**config.mk**
```make
export PLATFORM = sky130hd
export DESIGN_NAME = cpuTop
export DESIGN_NICKNAME = d
export VERILOG_FILES = /design/src/source/isaPkg.sv /design/src/source/ctrlPkg.sv /design/src/source/aluUnit.sv /design/src/source/controlDecoder.sv /design/src/source/cpuTop.sv /design/src/source/multicycleDatapath.sv /design/src/source/regFile.sv
export VERILOG_INCLUDE_DIRS = /design/src /design/src/source
export SDC_FILE = /design/constraint.sdc
export NUM_CORES = 2
export LEC_CHECK = 0
export BUFFER_PORTS_ARGS = -buffer_cell sky130_fd_sc_hd__buf_4
export CAP_MARGIN = 10
export CELL_PAD_IN_SITES_DETAIL_PLACEMENT = 0
export CELL_PAD_IN_SITES_GLOBAL_PLACEMENT = 1
export CORE_MARGIN = 8
export CORE_UTILIZATION = 59
export CTS_BUF_LIST = sky130_fd_sc_hd__clkbuf_4
export CTS_CLUSTER_SIZE = 30
export DETAILED_ROUTE_END_ITERATION = 8
export GPL_TIMING_DRIVEN = 1
export HOLD_SLACK_MARGIN = 0.05
export PLACE_DENSITY = 0.88
export SLEW_MARGIN = 5
export SYNTH_ARGS = -nofsm -noshare
export SYNTH_HDL_FRONTEND = slang
export SYNTH_HIERARCHICAL = 1
export SYNTH_SLANG_ARGS = --single-unit
```
**constraint.sdc**
```tcl
create_clock -name clk -period 13.25 [get_ports clk]
set_clock_uncertainty 0.15 [all_clocks]
set_input_delay 2.65 -clock clk [delete_from_list [all_inputs] [get_ports clk]]
set_output_delay 2.65 -clock clk [all_outputs]
set_load 0.01 [all_outputs]
```
**src/source/cpu_defines.svh**
```systemverilog
`ifndef CPU_DEFINES_SVH
`define CPU_DEFINES_SVH

// Machine word width in bits
`define DATA_WIDTH 32

// Architectural register count
`define REG_COUNT 32

// First fetch address after reset
`define RESET_VECTOR 32'h100

`endif

```
**src/source/isaPkg.sv**
```systemverilog
`include "cpu_defines.svh"

package isaPkg;

  typedef logic [`DATA_WIDTH-1:0] word_t;
  typedef logic [4:0] regIdx_t;

  // Primary opcodes, instr[31:26]
  typedef enum logic [5:0] {
    OP_RTYPE = 6'b000000,
    OP_J     = 6'b000010,
    OP_JAL   = 6'b000011,
    OP_BLEZ  = 6'b000110,
    OP_BGTZ  = 6'b000111,
    OP_ADDIU = 6'b001001,
    OP_SLTI  = 6'b001010,
    OP_SLTIU = 6'b001011,
    OP_ANDI  = 6'b001100,
    OP_ORI   = 6'b001101,
    OP_LB    = 6'b100000,
    OP_LW    = 6'b100011,
    OP_SW    = 6'b101011
  } opcode_t;

  // R-type function codes, instr[5:0]
  typedef enum logic [5:0] {
    FN_JR   = 6'b001000,
    FN_JALR = 6'b001001,
    FN_ADDU = 6'b100001,
    FN_AND  = 6'b100100,
    FN_OR   = 6'b100101
  } funct_t;

endpackage

```
**src/source/ctrlPkg.sv**
```systemverilog
package ctrlPkg;

  typedef enum logic [2:0] {
    FETCH, STALL, DECODE, EXEC_1, EXEC_2, EXEC_3, HALTED
  } cpuState_t;

  typedef enum logic [2:0] {
    ALU_ADD, ALU_AND, ALU_OR, ALU_SLT, ALU_SLTU, ALU_PASSA, ALU_PC8, ALU_LEZ
  } aluOp_t;

  // ALU operand A sources
  localparam logic [1:0] SRCA_PC   = 2'd0;
  localparam logic [1:0] SRCA_REG  = 2'd1;
  localparam logic [1:0] SRCA_JUMP = 2'd2;

  // ALU operand B sources
  localparam logic [1:0] SRCB_REG   = 2'd0;
  localparam logic [1:0] SRCB_FOUR  = 2'd1;
  localparam logic [1:0] SRCB_IMM   = 2'd2;
  localparam logic [1:0] SRCB_BROFF = 2'd3;

  typedef struct packed {
    logic       extSel;    // 1 sign extend, 0 zero extend
    logic       iorD;      // Address from aluOut instead of PC
    logic [1:0] aluSrcA;
    logic [1:0] aluSrcB;
    aluOp_t     aluOp;
    logic       aluSel;    // Capture ALU result as jump target
    logic       irWrite;
    logic       pcWrite;
    logic       regWrite;
    logic       memToReg;
    logic       regDst;    // rd instead of rt
    logic       link;      // Write r31
    logic       memRead;
    logic       memWrite;
    logic       byteLoad;
    logic       pcSrc;     // Saved target instead of PC + 4
  } ctrl_t;

  typedef struct packed {
    isaPkg::word_t address;
    isaPkg::word_t writedata;
    logic          read;
    logic          write;
  } memReq_t;

  typedef struct packed {
    isaPkg::word_t readdata;
    logic          waitrequest;
  } memRsp_t;

endpackage

```
**src/source/aluUnit.sv**
```systemverilog
`timescale 1ns/100ps

module aluUnit (
  input  isaPkg::word_t   a,
  input  isaPkg::word_t   b,
  input  ctrlPkg::aluOp_t op,
  output isaPkg::word_t   result,
  output logic            zeroOrLess,
  output logic            positive
);
  import isaPkg::*;
  import ctrlPkg::*;

  // Branch compares look at operand a only
  assign zeroOrLess = $signed(a) <= 0;
  assign positive   = $signed(a) > 0;

  always_comb begin
    case (op)
      ALU_ADD:   result = a + b;
      ALU_AND:   result = a & b;
      ALU_OR:    result = a | b;
      ALU_SLT:   result = word_t'($signed(a) < $signed(b));
      ALU_SLTU:  result = word_t'(a < b);
      ALU_PASSA: result = a;
      // a is the delay slot PC, so this is jump address + 8
      ALU_PC8:   result = a + word_t'(4);
      ALU_LEZ:   result = word_t'(zeroOrLess);
      default:   result = '0;
    endcase
  end

endmodule

```
**src/source/controlDecoder.sv**
```systemverilog
`timescale 1ns/100ps

module controlDecoder (
  input  logic           clk,
  input  logic           rstN,
  input  isaPkg::word_t  instr,
  input  logic           aluZeroOrLess,
  input  logic           aluPositive,
  input  logic           pcIsZero,
  input  logic           waitrequest,
  output ctrlPkg::ctrl_t ctrl,
  output logic           active,
  output logic           halted
);
  import isaPkg::*;
  import ctrlPkg::*;

  cpuState_t state;
  cpuState_t nextState;
  opcode_t   opcode;
  funct_t    funct;
  logic      extra;        // Another execute state follows
  logic      takeJump;     // Jump or taken branch in EXEC_1
  logic      branchDelay;  // Next fetch loads PC from the saved target
  logic      runEn;        // Low for the first cycle out of reset

  assign opcode = opcode_t'(instr[31:26]);
  assign funct  = funct_t'(instr[5:0]);
  assign active = runEn && (state != HALTED);
  assign halted = state == HALTED;

  always_comb begin
    ctrl     = '0;
    extra    = 1'b0;
    takeJump = 1'b0;
    case (state)
      FETCH, STALL: begin
        if (runEn && !pcIsZero) begin
          ctrl.memRead = 1'b1;
          ctrl.aluSrcA = SRCA_PC;
          ctrl.aluSrcB = SRCB_FOUR;
          ctrl.aluOp   = ALU_ADD;
          ctrl.pcSrc   = branchDelay;
          ctrl.irWrite = !waitrequest;
          ctrl.pcWrite = !waitrequest;
        end
      end
      DECODE: begin
        // Branch target, or link address for JAL
        ctrl.extSel  = 1'b1;
        ctrl.aluSrcA = SRCA_PC;
        ctrl.aluSrcB = SRCB_BROFF;
        ctrl.aluOp   = (opcode == OP_JAL) ? ALU_PC8 : ALU_ADD;
        ctrl.aluSel  = (opcode == OP_BLEZ) || (opcode == OP_BGTZ);
      end
      EXEC_1, EXEC_2, EXEC_3: begin
        case (opcode)
          OP_RTYPE: begin
            ctrl.aluSrcA = SRCA_REG;
            ctrl.aluSrcB = SRCB_REG;
            case (funct)
              FN_JR: begin
                ctrl.aluOp = ALU_PASSA;
                ctrl.aluSel = 1'b1;
                takeJump = 1'b1;
              end
              FN_JALR: begin
                if (state == EXEC_1) begin
                  ctrl.aluOp = ALU_PASSA;  // Save rs before rd is written
                  ctrl.aluSel = 1'b1;
                  takeJump = 1'b1;
                  extra = 1'b1;
                end else if (state == EXEC_2) begin
                  ctrl.aluSrcA = SRCA_PC;
                  ctrl.aluOp = ALU_PC8;
                  extra = 1'b1;
                end else begin
                  ctrl.regWrite = 1'b1;
                  ctrl.regDst = 1'b1;
                end
              end
              default: begin
                if (funct == FN_AND) ctrl.aluOp = ALU_AND;
                else if (funct == FN_OR) ctrl.aluOp = ALU_OR;
                else ctrl.aluOp = ALU_ADD;
                extra = state == EXEC_1;
                ctrl.regWrite = state == EXEC_2;
                ctrl.regDst = 1'b1;
              end
            endcase
          end
          OP_ADDIU, OP_SLTI, OP_SLTIU, OP_ANDI, OP_ORI: begin
            ctrl.extSel  = !((opcode == OP_ANDI) || (opcode == OP_ORI));
            ctrl.aluSrcA = SRCA_REG;
            ctrl.aluSrcB = SRCB_IMM;
            case (opcode)
              OP_SLTI:  ctrl.aluOp = ALU_SLT;
              OP_SLTIU: ctrl.aluOp = ALU_SLTU;
              OP_ANDI:  ctrl.aluOp = ALU_AND;
              OP_ORI:   ctrl.aluOp = ALU_OR;
              default:  ctrl.aluOp = ALU_ADD;
            endcase
            extra = state == EXEC_1;
            ctrl.regWrite = state == EXEC_2;
          end
          OP_LW, OP_LB, OP_SW: begin
            // Address stays on the ALU through the access
            ctrl.extSel  = 1'b1;
            ctrl.aluSrcA = SRCA_REG;
            ctrl.aluSrcB = SRCB_IMM;
            ctrl.aluOp   = ALU_ADD;
            if (state == EXEC_1) begin
              extra = 1'b1;
            end else if (state == EXEC_2) begin
              ctrl.iorD = 1'b1;
              ctrl.memWrite = opcode == OP_SW;
              ctrl.memRead = opcode != OP_SW;
              extra = opcode != OP_SW;
            end else begin
              ctrl.regWrite = 1'b1;
              ctrl.memToReg = 1'b1;
              ctrl.byteLoad = opcode == OP_LB;
            end
          end
          OP_J, OP_JAL: begin
            ctrl.aluSrcA  = SRCA_JUMP;
            ctrl.aluOp    = ALU_PASSA;
            ctrl.aluSel   = 1'b1;
            ctrl.regWrite = opcode == OP_JAL;  // Link value sits in aluOut since DECODE
            ctrl.link     = opcode == OP_JAL;
            takeJump      = 1'b1;
          end
          OP_BLEZ, OP_BGTZ: begin
            ctrl.aluSrcA = SRCA_REG;
            ctrl.aluOp   = ALU_LEZ;
            takeJump = (opcode == OP_BLEZ) ? aluZeroOrLess : aluPositive;
          end
          default: ;
        endcase
      end
      default: ;
    endcase
  end

  always_comb begin
    nextState = state;
    case (state)
      FETCH, STALL: begin
        if (runEn) begin
          if (pcIsZero) nextState = HALTED;
          else if (waitrequest) nextState = STALL;
          else nextState = DECODE;
        end
      end
      DECODE: nextState = EXEC_1;
      EXEC_1: nextState = extra ? EXEC_2 : FETCH;
      EXEC_2: begin
        if (!((ctrl.memRead || ctrl.memWrite) && waitrequest)) begin
          nextState = extra ? EXEC_3 : FETCH;
        end
      end
      EXEC_3: nextState = FETCH;
      default: nextState = HALTED;
    endcase
  end

  always_ff @(posedge clk or negedge rstN) begin
    if (!rstN) begin
      state       <= FETCH;
      branchDelay <= 1'b0;
      runEn       <= 1'b0;
    end else begin
      runEn <= 1'b1;
      state <= nextState;
      if (state == EXEC_1) branchDelay <= takeJump;
      else if (ctrl.irWrite) branchDelay <= 1'b0;  // Delay slot fetched
    end
  end

  assert property (@(posedge clk) disable iff (!rstN) !(ctrl.memRead && ctrl.memWrite));

  assert property (@(posedge clk) disable iff (!rstN)
    state inside {FETCH, STALL, DECODE, EXEC_1, EXEC_2, EXEC_3, HALTED});

endmodule

```
**src/source/cpuTop.sv**
```systemverilog
`timescale 1ns/100ps

module cpuTop (
  input  logic             clk,
  input  logic             rstN,
  output ctrlPkg::memReq_t memReq,
  input  ctrlPkg::memRsp_t memRsp,
  output logic             active,
  output logic             halted
);
  import isaPkg::*;
  import ctrlPkg::*;

  ctrl_t   ctrl;
  word_t   instr;
  logic    pcIsZero;
  word_t   aluA;
  word_t   aluB;
  aluOp_t  aluOp;
  word_t   aluResult;
  logic    aluZeroOrLess;
  logic    aluPositive;
  regIdx_t rdAddrA;
  regIdx_t rdAddrB;
  word_t   rdDataA;
  word_t   rdDataB;
  logic    wrEn;
  regIdx_t wrAddr;
  word_t   wrData;

  controlDecoder u_decoder (
    .clk(clk), .rstN(rstN), .instr(instr),
    .aluZeroOrLess(aluZeroOrLess), .aluPositive(aluPositive),
    .pcIsZero(pcIsZero), .waitrequest(memRsp.waitrequest),
    .ctrl(ctrl), .active(active), .halted(halted)
  );

  multicycleDatapath u_datapath (
    .clk(clk), .rstN(rstN), .ctrl(ctrl), .instr(instr), .pcIsZero(pcIsZero),
    .memReq(memReq), .memRsp(memRsp), .aluA(aluA), .aluB(aluB), .aluOp(aluOp),
    .aluResult(aluResult), .rdAddrA(rdAddrA), .rdAddrB(rdAddrB),
    .rdDataA(rdDataA), .rdDataB(rdDataB), .wrEn(wrEn), .wrAddr(wrAddr), .wrData(wrData)
  );

  aluUnit u_alu (
    .a(aluA), .b(aluB), .op(aluOp), .result(aluResult),
    .zeroOrLess(aluZeroOrLess), .positive(aluPositive)
  );

  regFile u_regs (
    .clk(clk), .rstN(rstN), .rdAddrA(rdAddrA), .rdAddrB(rdAddrB),
    .rdDataA(rdDataA), .rdDataB(rdDataB), .wrEn(wrEn), .wrAddr(wrAddr), .wrData(wrData)
  );

endmodule

```
**src/source/multicycleDatapath.sv**
```systemverilog
`timescale 1ns/100ps
`include "cpu_defines.svh"

module multicycleDatapath (
  input  logic              clk,
  input  logic              rstN,
  input  ctrlPkg::ctrl_t    ctrl,
  output isaPkg::word_t     instr,
  output logic              pcIsZero,
  output ctrlPkg::memReq_t  memReq,
  input  ctrlPkg::memRsp_t  memRsp,
  output isaPkg::word_t     aluA,
  output isaPkg::word_t     aluB,
  output ctrlPkg::aluOp_t   aluOp,
  input  isaPkg::word_t     aluResult,
  output isaPkg::regIdx_t   rdAddrA,
  output isaPkg::regIdx_t   rdAddrB,
  input  isaPkg::word_t     rdDataA,
  input  isaPkg::word_t     rdDataB,
  output logic              wrEn,
  output isaPkg::regIdx_t   wrAddr,
  output isaPkg::word_t     wrData
);
  import isaPkg::*;
  import ctrlPkg::*;

  word_t pc;
  word_t ir;
  word_t regA;
  word_t regB;
  word_t aluOut;
  word_t target;   // Jump or branch target for the delay slot fetch
  word_t mdr;
  word_t immExt;
  word_t jumpAddr;
  word_t loadByte;
  logic [7:0] byteSel;

  assign instr    = ir;
  assign pcIsZero = pc == '0;
  assign rdAddrA  = ir[25:21];
  assign rdAddrB  = ir[20:16];
  assign aluOp    = ctrl.aluOp;

  assign immExt   = ctrl.extSel ? {{(`DATA_WIDTH-16){ir[15]}}, ir[15:0]}
                                : {{(`DATA_WIDTH-16){1'b0}}, ir[15:0]};
  assign jumpAddr = {pc[31:28], ir[25:0], 2'b00};  // pc already at delay slot

  always_comb begin
    case (ctrl.aluSrcA)
      SRCA_PC:  aluA = pc;
      SRCA_REG: aluA = regA;
      default:  aluA = jumpAddr;
    endcase
    case (ctrl.aluSrcB)
      SRCB_REG:  aluB = regB;
      SRCB_FOUR: aluB = word_t'(4);
      SRCB_IMM:  aluB = immExt;
      default:   aluB = immExt << 2;
    endcase
  end

  assign memReq.address   = ctrl.iorD ? aluOut : pc;
  assign memReq.writedata = regB;
  assign memReq.read      = ctrl.memRead;
  assign memReq.write     = ctrl.memWrite;

  // Little-endian byte lanes
  always_comb begin
    case (aluOut[1:0])
      2'd0:    byteSel = mdr[7:0];
      2'd1:    byteSel = mdr[15:8];
      2'd2:    byteSel = mdr[23:16];
      default: byteSel = mdr[31:24];
    endcase
  end
  assign loadByte = {{(`DATA_WIDTH-8){byteSel[7]}}, byteSel};

  assign wrEn   = ctrl.regWrite;
  assign wrAddr = ctrl.link ? regIdx_t'(31) : (ctrl.regDst ? ir[15:11] : ir[20:16]);
  assign wrData = ctrl.memToReg ? (ctrl.byteLoad ? loadByte : mdr) : aluOut;

  always_ff @(posedge clk or negedge rstN) begin
    if (!rstN) pc <= `RESET_VECTOR;
    else if (ctrl.pcWrite) pc <= ctrl.pcSrc ? target : aluResult;
  end

  always_ff @(posedge clk) begin
    if (ctrl.irWrite) ir <= memRsp.readdata;
    if (ctrl.aluSel) target <= aluResult;
    regA   <= rdDataA;
    regB   <= rdDataB;
    aluOut <= aluResult;
    mdr    <= memRsp.readdata;  // Read data valid when the access completes
  end

endmodule

```
**src/source/regFile.sv**
```systemverilog
`timescale 1ns/100ps
`include "cpu_defines.svh"

module regFile (
  input  logic             clk,
  input  logic             rstN,
  input  isaPkg::regIdx_t  rdAddrA,
  input  isaPkg::regIdx_t  rdAddrB,
  output isaPkg::word_t    rdDataA,
  output isaPkg::word_t    rdDataB,
  input  logic             wrEn,
  input  isaPkg::regIdx_t  wrAddr,
  input  isaPkg::word_t    wrData
);
  import isaPkg::*;

  word_t regs [`REG_COUNT];

  assign rdDataA = regs[rdAddrA];
  assign rdDataB = regs[rdAddrB];

  always_ff @(posedge clk or negedge rstN) begin
    if (!rstN) regs[0] <= '0;
    else if (wrEn && (wrAddr != '0)) regs[wrAddr] <= wrData;  // Writes to r0 dropped
  end

  // r0 reads zero on both ports
  assert property (@(posedge clk) disable iff (!rstN)
    ((rdAddrA != '0) || (rdDataA == '0)) && ((rdAddrB != '0) || (rdDataB == '0)));

endmodule

```
==> impl_results.rst <==
.. list-table::
   :header-rows: 1

   * - Metric
     - Value
   * - Number of slew-limit violations in the final report
     - 0
   * - CTS tree
     - done
   * - Number of nets in the layout
     - 5275
   * - Number of levels in the clock H-tree
     - 5
   * - Clock latency at the later pin of the worst-skew pair
     - 1.20 ns
   * - Number of antenna-violating nets in the routed design
     - 0
   * - Setup-failing EPs final
     - 0
   * - X dimension of the die
     - 343 um
   * - Max-cap violations
     - 0
   * - Number of rows in the core area
     - 120
   * - Most common cell after layout, fill and taps aside
     - sky130_fd_sc_hd__mux2i_1
   * - Wire length of the first global-routing pass
     - 295000 um
   * - Total overflow reported by the global router
     - 0
   * - Area taken by multi-input logic gates
     - 24900 um^2
   * - FF+latch count, synth
     - 1253
   * - Worst hold path type
     - register to register
   * - Number of vias after detailed routing
     - 46200
   * - Area of the mapped netlist
     - 63000 um^2
   * - Fraction of the cycle the final worst path needs
     - 51.2%
   * - Primary flip-flop cell chosen by synthesis mapping
     - sky130_fd_sc_hd__edfxtp_1
   * - Critical path data required time
     - 10.45 ns
   * - Fill cell total of the finished layout
     - 7904
   * - Number of search-and-repair iterations in the first detailed-routing pass
     - 7
   * - Floorplan die height
     - 343 um
   * - Num ports
     - 103
   * - Start-to-end type of the worst setup path
     - register to output port
   * - Post-synthesis sequential area ratio
     - 57.2%
   * - Core occupancy in the finished layout
     - 65.0%
   * - Net count of the mapped netlist
     - 5096
   * - Vias in the first global route
     - 44900
   * - CTS Buf Count
     - 334
   * - Hold-fix buffers at CTS
     - 0
   * - Setup repair after global routing missed its margin
     - no
   * - Relative slew slack
     - 20.4%
   * - Cell chosen for the clock root
     - sky130_fd_sc_hd__clkbuf_4
   * - Worst Tran Pin Value
     - 1.19 ns
   * - Detail-routed via count per cell
     - 6.79
   * - Total track usage
     - 34.1%
   * - Worst IR drop on VDD
     - 0.0000927 V
   * - Max clock buf depth
     - 4
   * - Remaining DRCs
     - 0
   * - Peak clock frequency supported by timing
     - 147 MHz
   * - Pwr/cell area
     - 191 nW/um^2
   * - Setup fix buffers added after clock tree synthesis
     - 0
   * - Average instance area after synthesis
     - 12.7 um^2
   * - Async SR Flop Fraction
     - 5.51%
   * - Average detailed-routed wire length per instance
     - 30.4 um
   * - Critical Path Sink Type
     - output port
   * - # resized after CTS
     - 0
   * - Starting utilization of the core area
     - 59.2%
   * - First-iteration detailed-routing DRC count
     - 6561
   * - IO buf count
     - 102
   * - Post-detailed-placement half-perimeter wirelength
     - 119000 um
   * - Post-synthesis cell count
     - 4962
   * - Final critical delay including setup and external delays
     - 6.79 ns
   * - Routed wire length
     - 207000 um
   * - Core region area
     - 106000 um^2
   * - Final hold violations
     - 0
   * - Crit path DAT
     - 3.99 ns
   * - Total Neg Setup Slack
     - 0 ns
   * - Clk slew on worst S/H paths
     - 0.07 ns
   * - Most frequent cells in the layout
     - sky130_fd_sc_hd__mux2i_1 (1110), sky130_fd_sc_hd__edfxtp_1 (1056), sky130_fd_sc_hd__clkbuf_4 (496)
   * - Worst Hold Margin
     - 0.248 ns
   * - Sinks on the clock net
     - 1253
   * - Startpoint types
     - register
   * - Area Growth Syn to Fin
     - 9.82%
   * - Pin count of the biggest net entering global routing
     - 130
   * - Proportion of layout cells with a drive suffix above 1
     - 17.2%
   * - Status
     - finished, final reports clean
   * - Gpl congestion
     - 0.994
   * - Initial antenna violation count
     - 8
   * - Worst-path fanout max
     - 32
   * - Register Area
     - 36000 um^2
   * - Post-synth EDFFs
     - 1056
   * - Leakage
     - 26.7 nW
   * - Number of unique standard cell types used by synthesis
     - 98
   * - Total Die Area
     - 117000 um^2
   * - Power after layout
     - 13.2 mW
   * - Number of warnings reported in the yosys synthesis log
     - 6
report_power, final:
part           internal (mW)  leakage, nW  switching (mW)
clock network           1.83         2.55            1.60
registers               5.02         11.4           0.254
logic                   1.51         12.7            2.99
cell usage after synthesis, types with 9 or more instances:
cell,instances,area share [%]
sky130_fd_sc_hd__edfxtp_1,1056,50
sky130_fd_sc_hd__and2_1,12,0.12
sky130_fd_sc_hd__nand2b_1,30,0.30
sky130_fd_sc_hd__mux2_2,39,0.70
sky130_fd_sc_hd__buf_4,73,0.87
sky130_fd_sc_hd__dfrtp_1,68,2.7
sky130_fd_sc_hd__buf_6,49,0.88
sky130_fd_sc_hd__o21ai_0,100,0.79
sky130_fd_sc_hd__a211o_1,9,0.13
sky130_fd_sc_hd__a22o_1,129,1.8
sky130_fd_sc_hd__mux2i_1,1110,18
sky130_fd_sc_hd__nor2b_1,24,0.24
sky130_fd_sc_hd__ha_1,98,1.9
sky130_fd_sc_hd__buf_2,88,0.70
sky130_fd_sc_hd__nand3_1,235,1.9
sky130_fd_sc_hd__o22ai_1,11,0.11
sky130_fd_sc_hd__buf_1,18,0.11
sky130_fd_sc_hd__nor2_1,176,1.0
sky130_fd_sc_hd__a31oi_1,71,0.71
sky130_fd_sc_hd__a22oi_1,192,2.3
sky130_fd_sc_hd__nor4_1,24,0.24
sky130_fd_sc_hd__a21oi_1,313,2.5
sky130_fd_sc_hd__nor3_1,87,0.69
sky130_fd_sc_hd__a222oi_1,12,0.19
sky130_fd_sc_hd__a221oi_1,17,0.24
sky130_fd_sc_hd__xor2_1,13,0.18
sky130_fd_sc_hd__and3_1,9,0.089
sky130_fd_sc_hd__xnor2_1,29,0.40
sky130_fd_sc_hd__clkbuf_1,164,0.98
sky130_fd_sc_hd__inv_1,87,0.52
sky130_fd_sc_hd__o21bai_1,9,0.11
sky130_fd_sc_hd__a21o_1,30,0.36
sky130_fd_sc_hd__nand2_1,287,1.7
sky130_fd_sc_hd__nand4_1,21,0.21
sky130_fd_sc_hd__dfxtp_1,128,4.1
worst max-delay path: stages (launching register included):
cell and delay, ns:
sky130_fd_sc_hd__edfxtp_1 0.67, sky130_fd_sc_hd__or3_1 0.47, sky130_fd_sc_hd__a211oi_2 0.34, sky130_fd_sc_hd__and2_1 0.19
sky130_fd_sc_hd__buf_4 0.44, sky130_fd_sc_hd__mux2_2 0.48, sky130_fd_sc_hd__buf_4 0.17
per-stage QoR:
step	std cells	worst slack, ns	instance area [um^2]
after global placement	6201	6.95	64800
after CTS	6792	6.39	69100
after detailed placement	6201	6.79	64800
after global routing	6800	6.32	69200
after floorplan	4962	8.23	63000
final	6803	6.46	69200
final cells by class:
| cell class | instances | area share, % |
|---|---|---|
| timing repair buffer | 240 | 2.79 |
| multi-input combinational | 3225 | 36.0 |
| inverter | 87 | 0.472 |
| antenna | 4 | 0.0145 |
| sequential | 1253 | 52.1 |
| clock inverter | 95 | 0.771 |
| tap | 1403 | 2.54 |
| clock buffer | 496 | 5.38 |
flip-flops by register name, summed over array words and instances, names as in the netlist:
register and flops:
u_decoder/state 3, u_datapath/aluOut 32, u_datapath/regB 32, u_datapath/instr 32
u_datapath/pc 32, u_datapath/regA 32, u_decoder/runEn 1, u_regs/regs 1024
u_decoder/branchDelay 1, u_datapath/mdr 32, u_datapath/target 32
layer usage:
metal  vias to the layer above  track usage (%)  part of all wire (%)
met1                     22500             44.9                    37
met3                       652             8.12                    13
met5                         -            0.125                 0.016
met2                      3463             52.5                    45
met4                         6             18.1                   5.4
li1                      19600                -                     -
cells by family (layout without fill, tap and decap cells):
group / count (synthesis) / in the layout / share of synthesized area (%)
and+or+nand+nor: 960 / 960 / 7.28
muxes: 1157 / 1157 / 18.7
AOI/OAI and AO/OA: 966 / 966 / 10.2
DFF: 1253 / 1253 / 57.2
adders and majority gates: 99 / 99 / 1.98
other: 1 / 5 / 0.00595
buffers and inverters: 484 / 918 / 4.11
xor gates and xnor gates: 42 / 42 / 0.584
path summary, 6_finish.rpt:
path,from,end,slack (ns),cells past startpoint
worst min-delay path,u_regs/regs[1018],u_regs/regs[1018],0.25,0
min in group asynchronous,rstN,u_regs/regs[1008],1.19,1
worst max-delay path,u_datapath/instr[26],memReq[50],6.46,6
worst max register to register,u_datapath/pc[30],u_datapath/pc[23],6.50,21
worst min register to register,u_regs/regs[1018],u_regs/regs[1018],0.25,0
max in group asynchronous,rstN,u_regs/regs[1003],10.01,3
(Power assumes the default switching activity.)
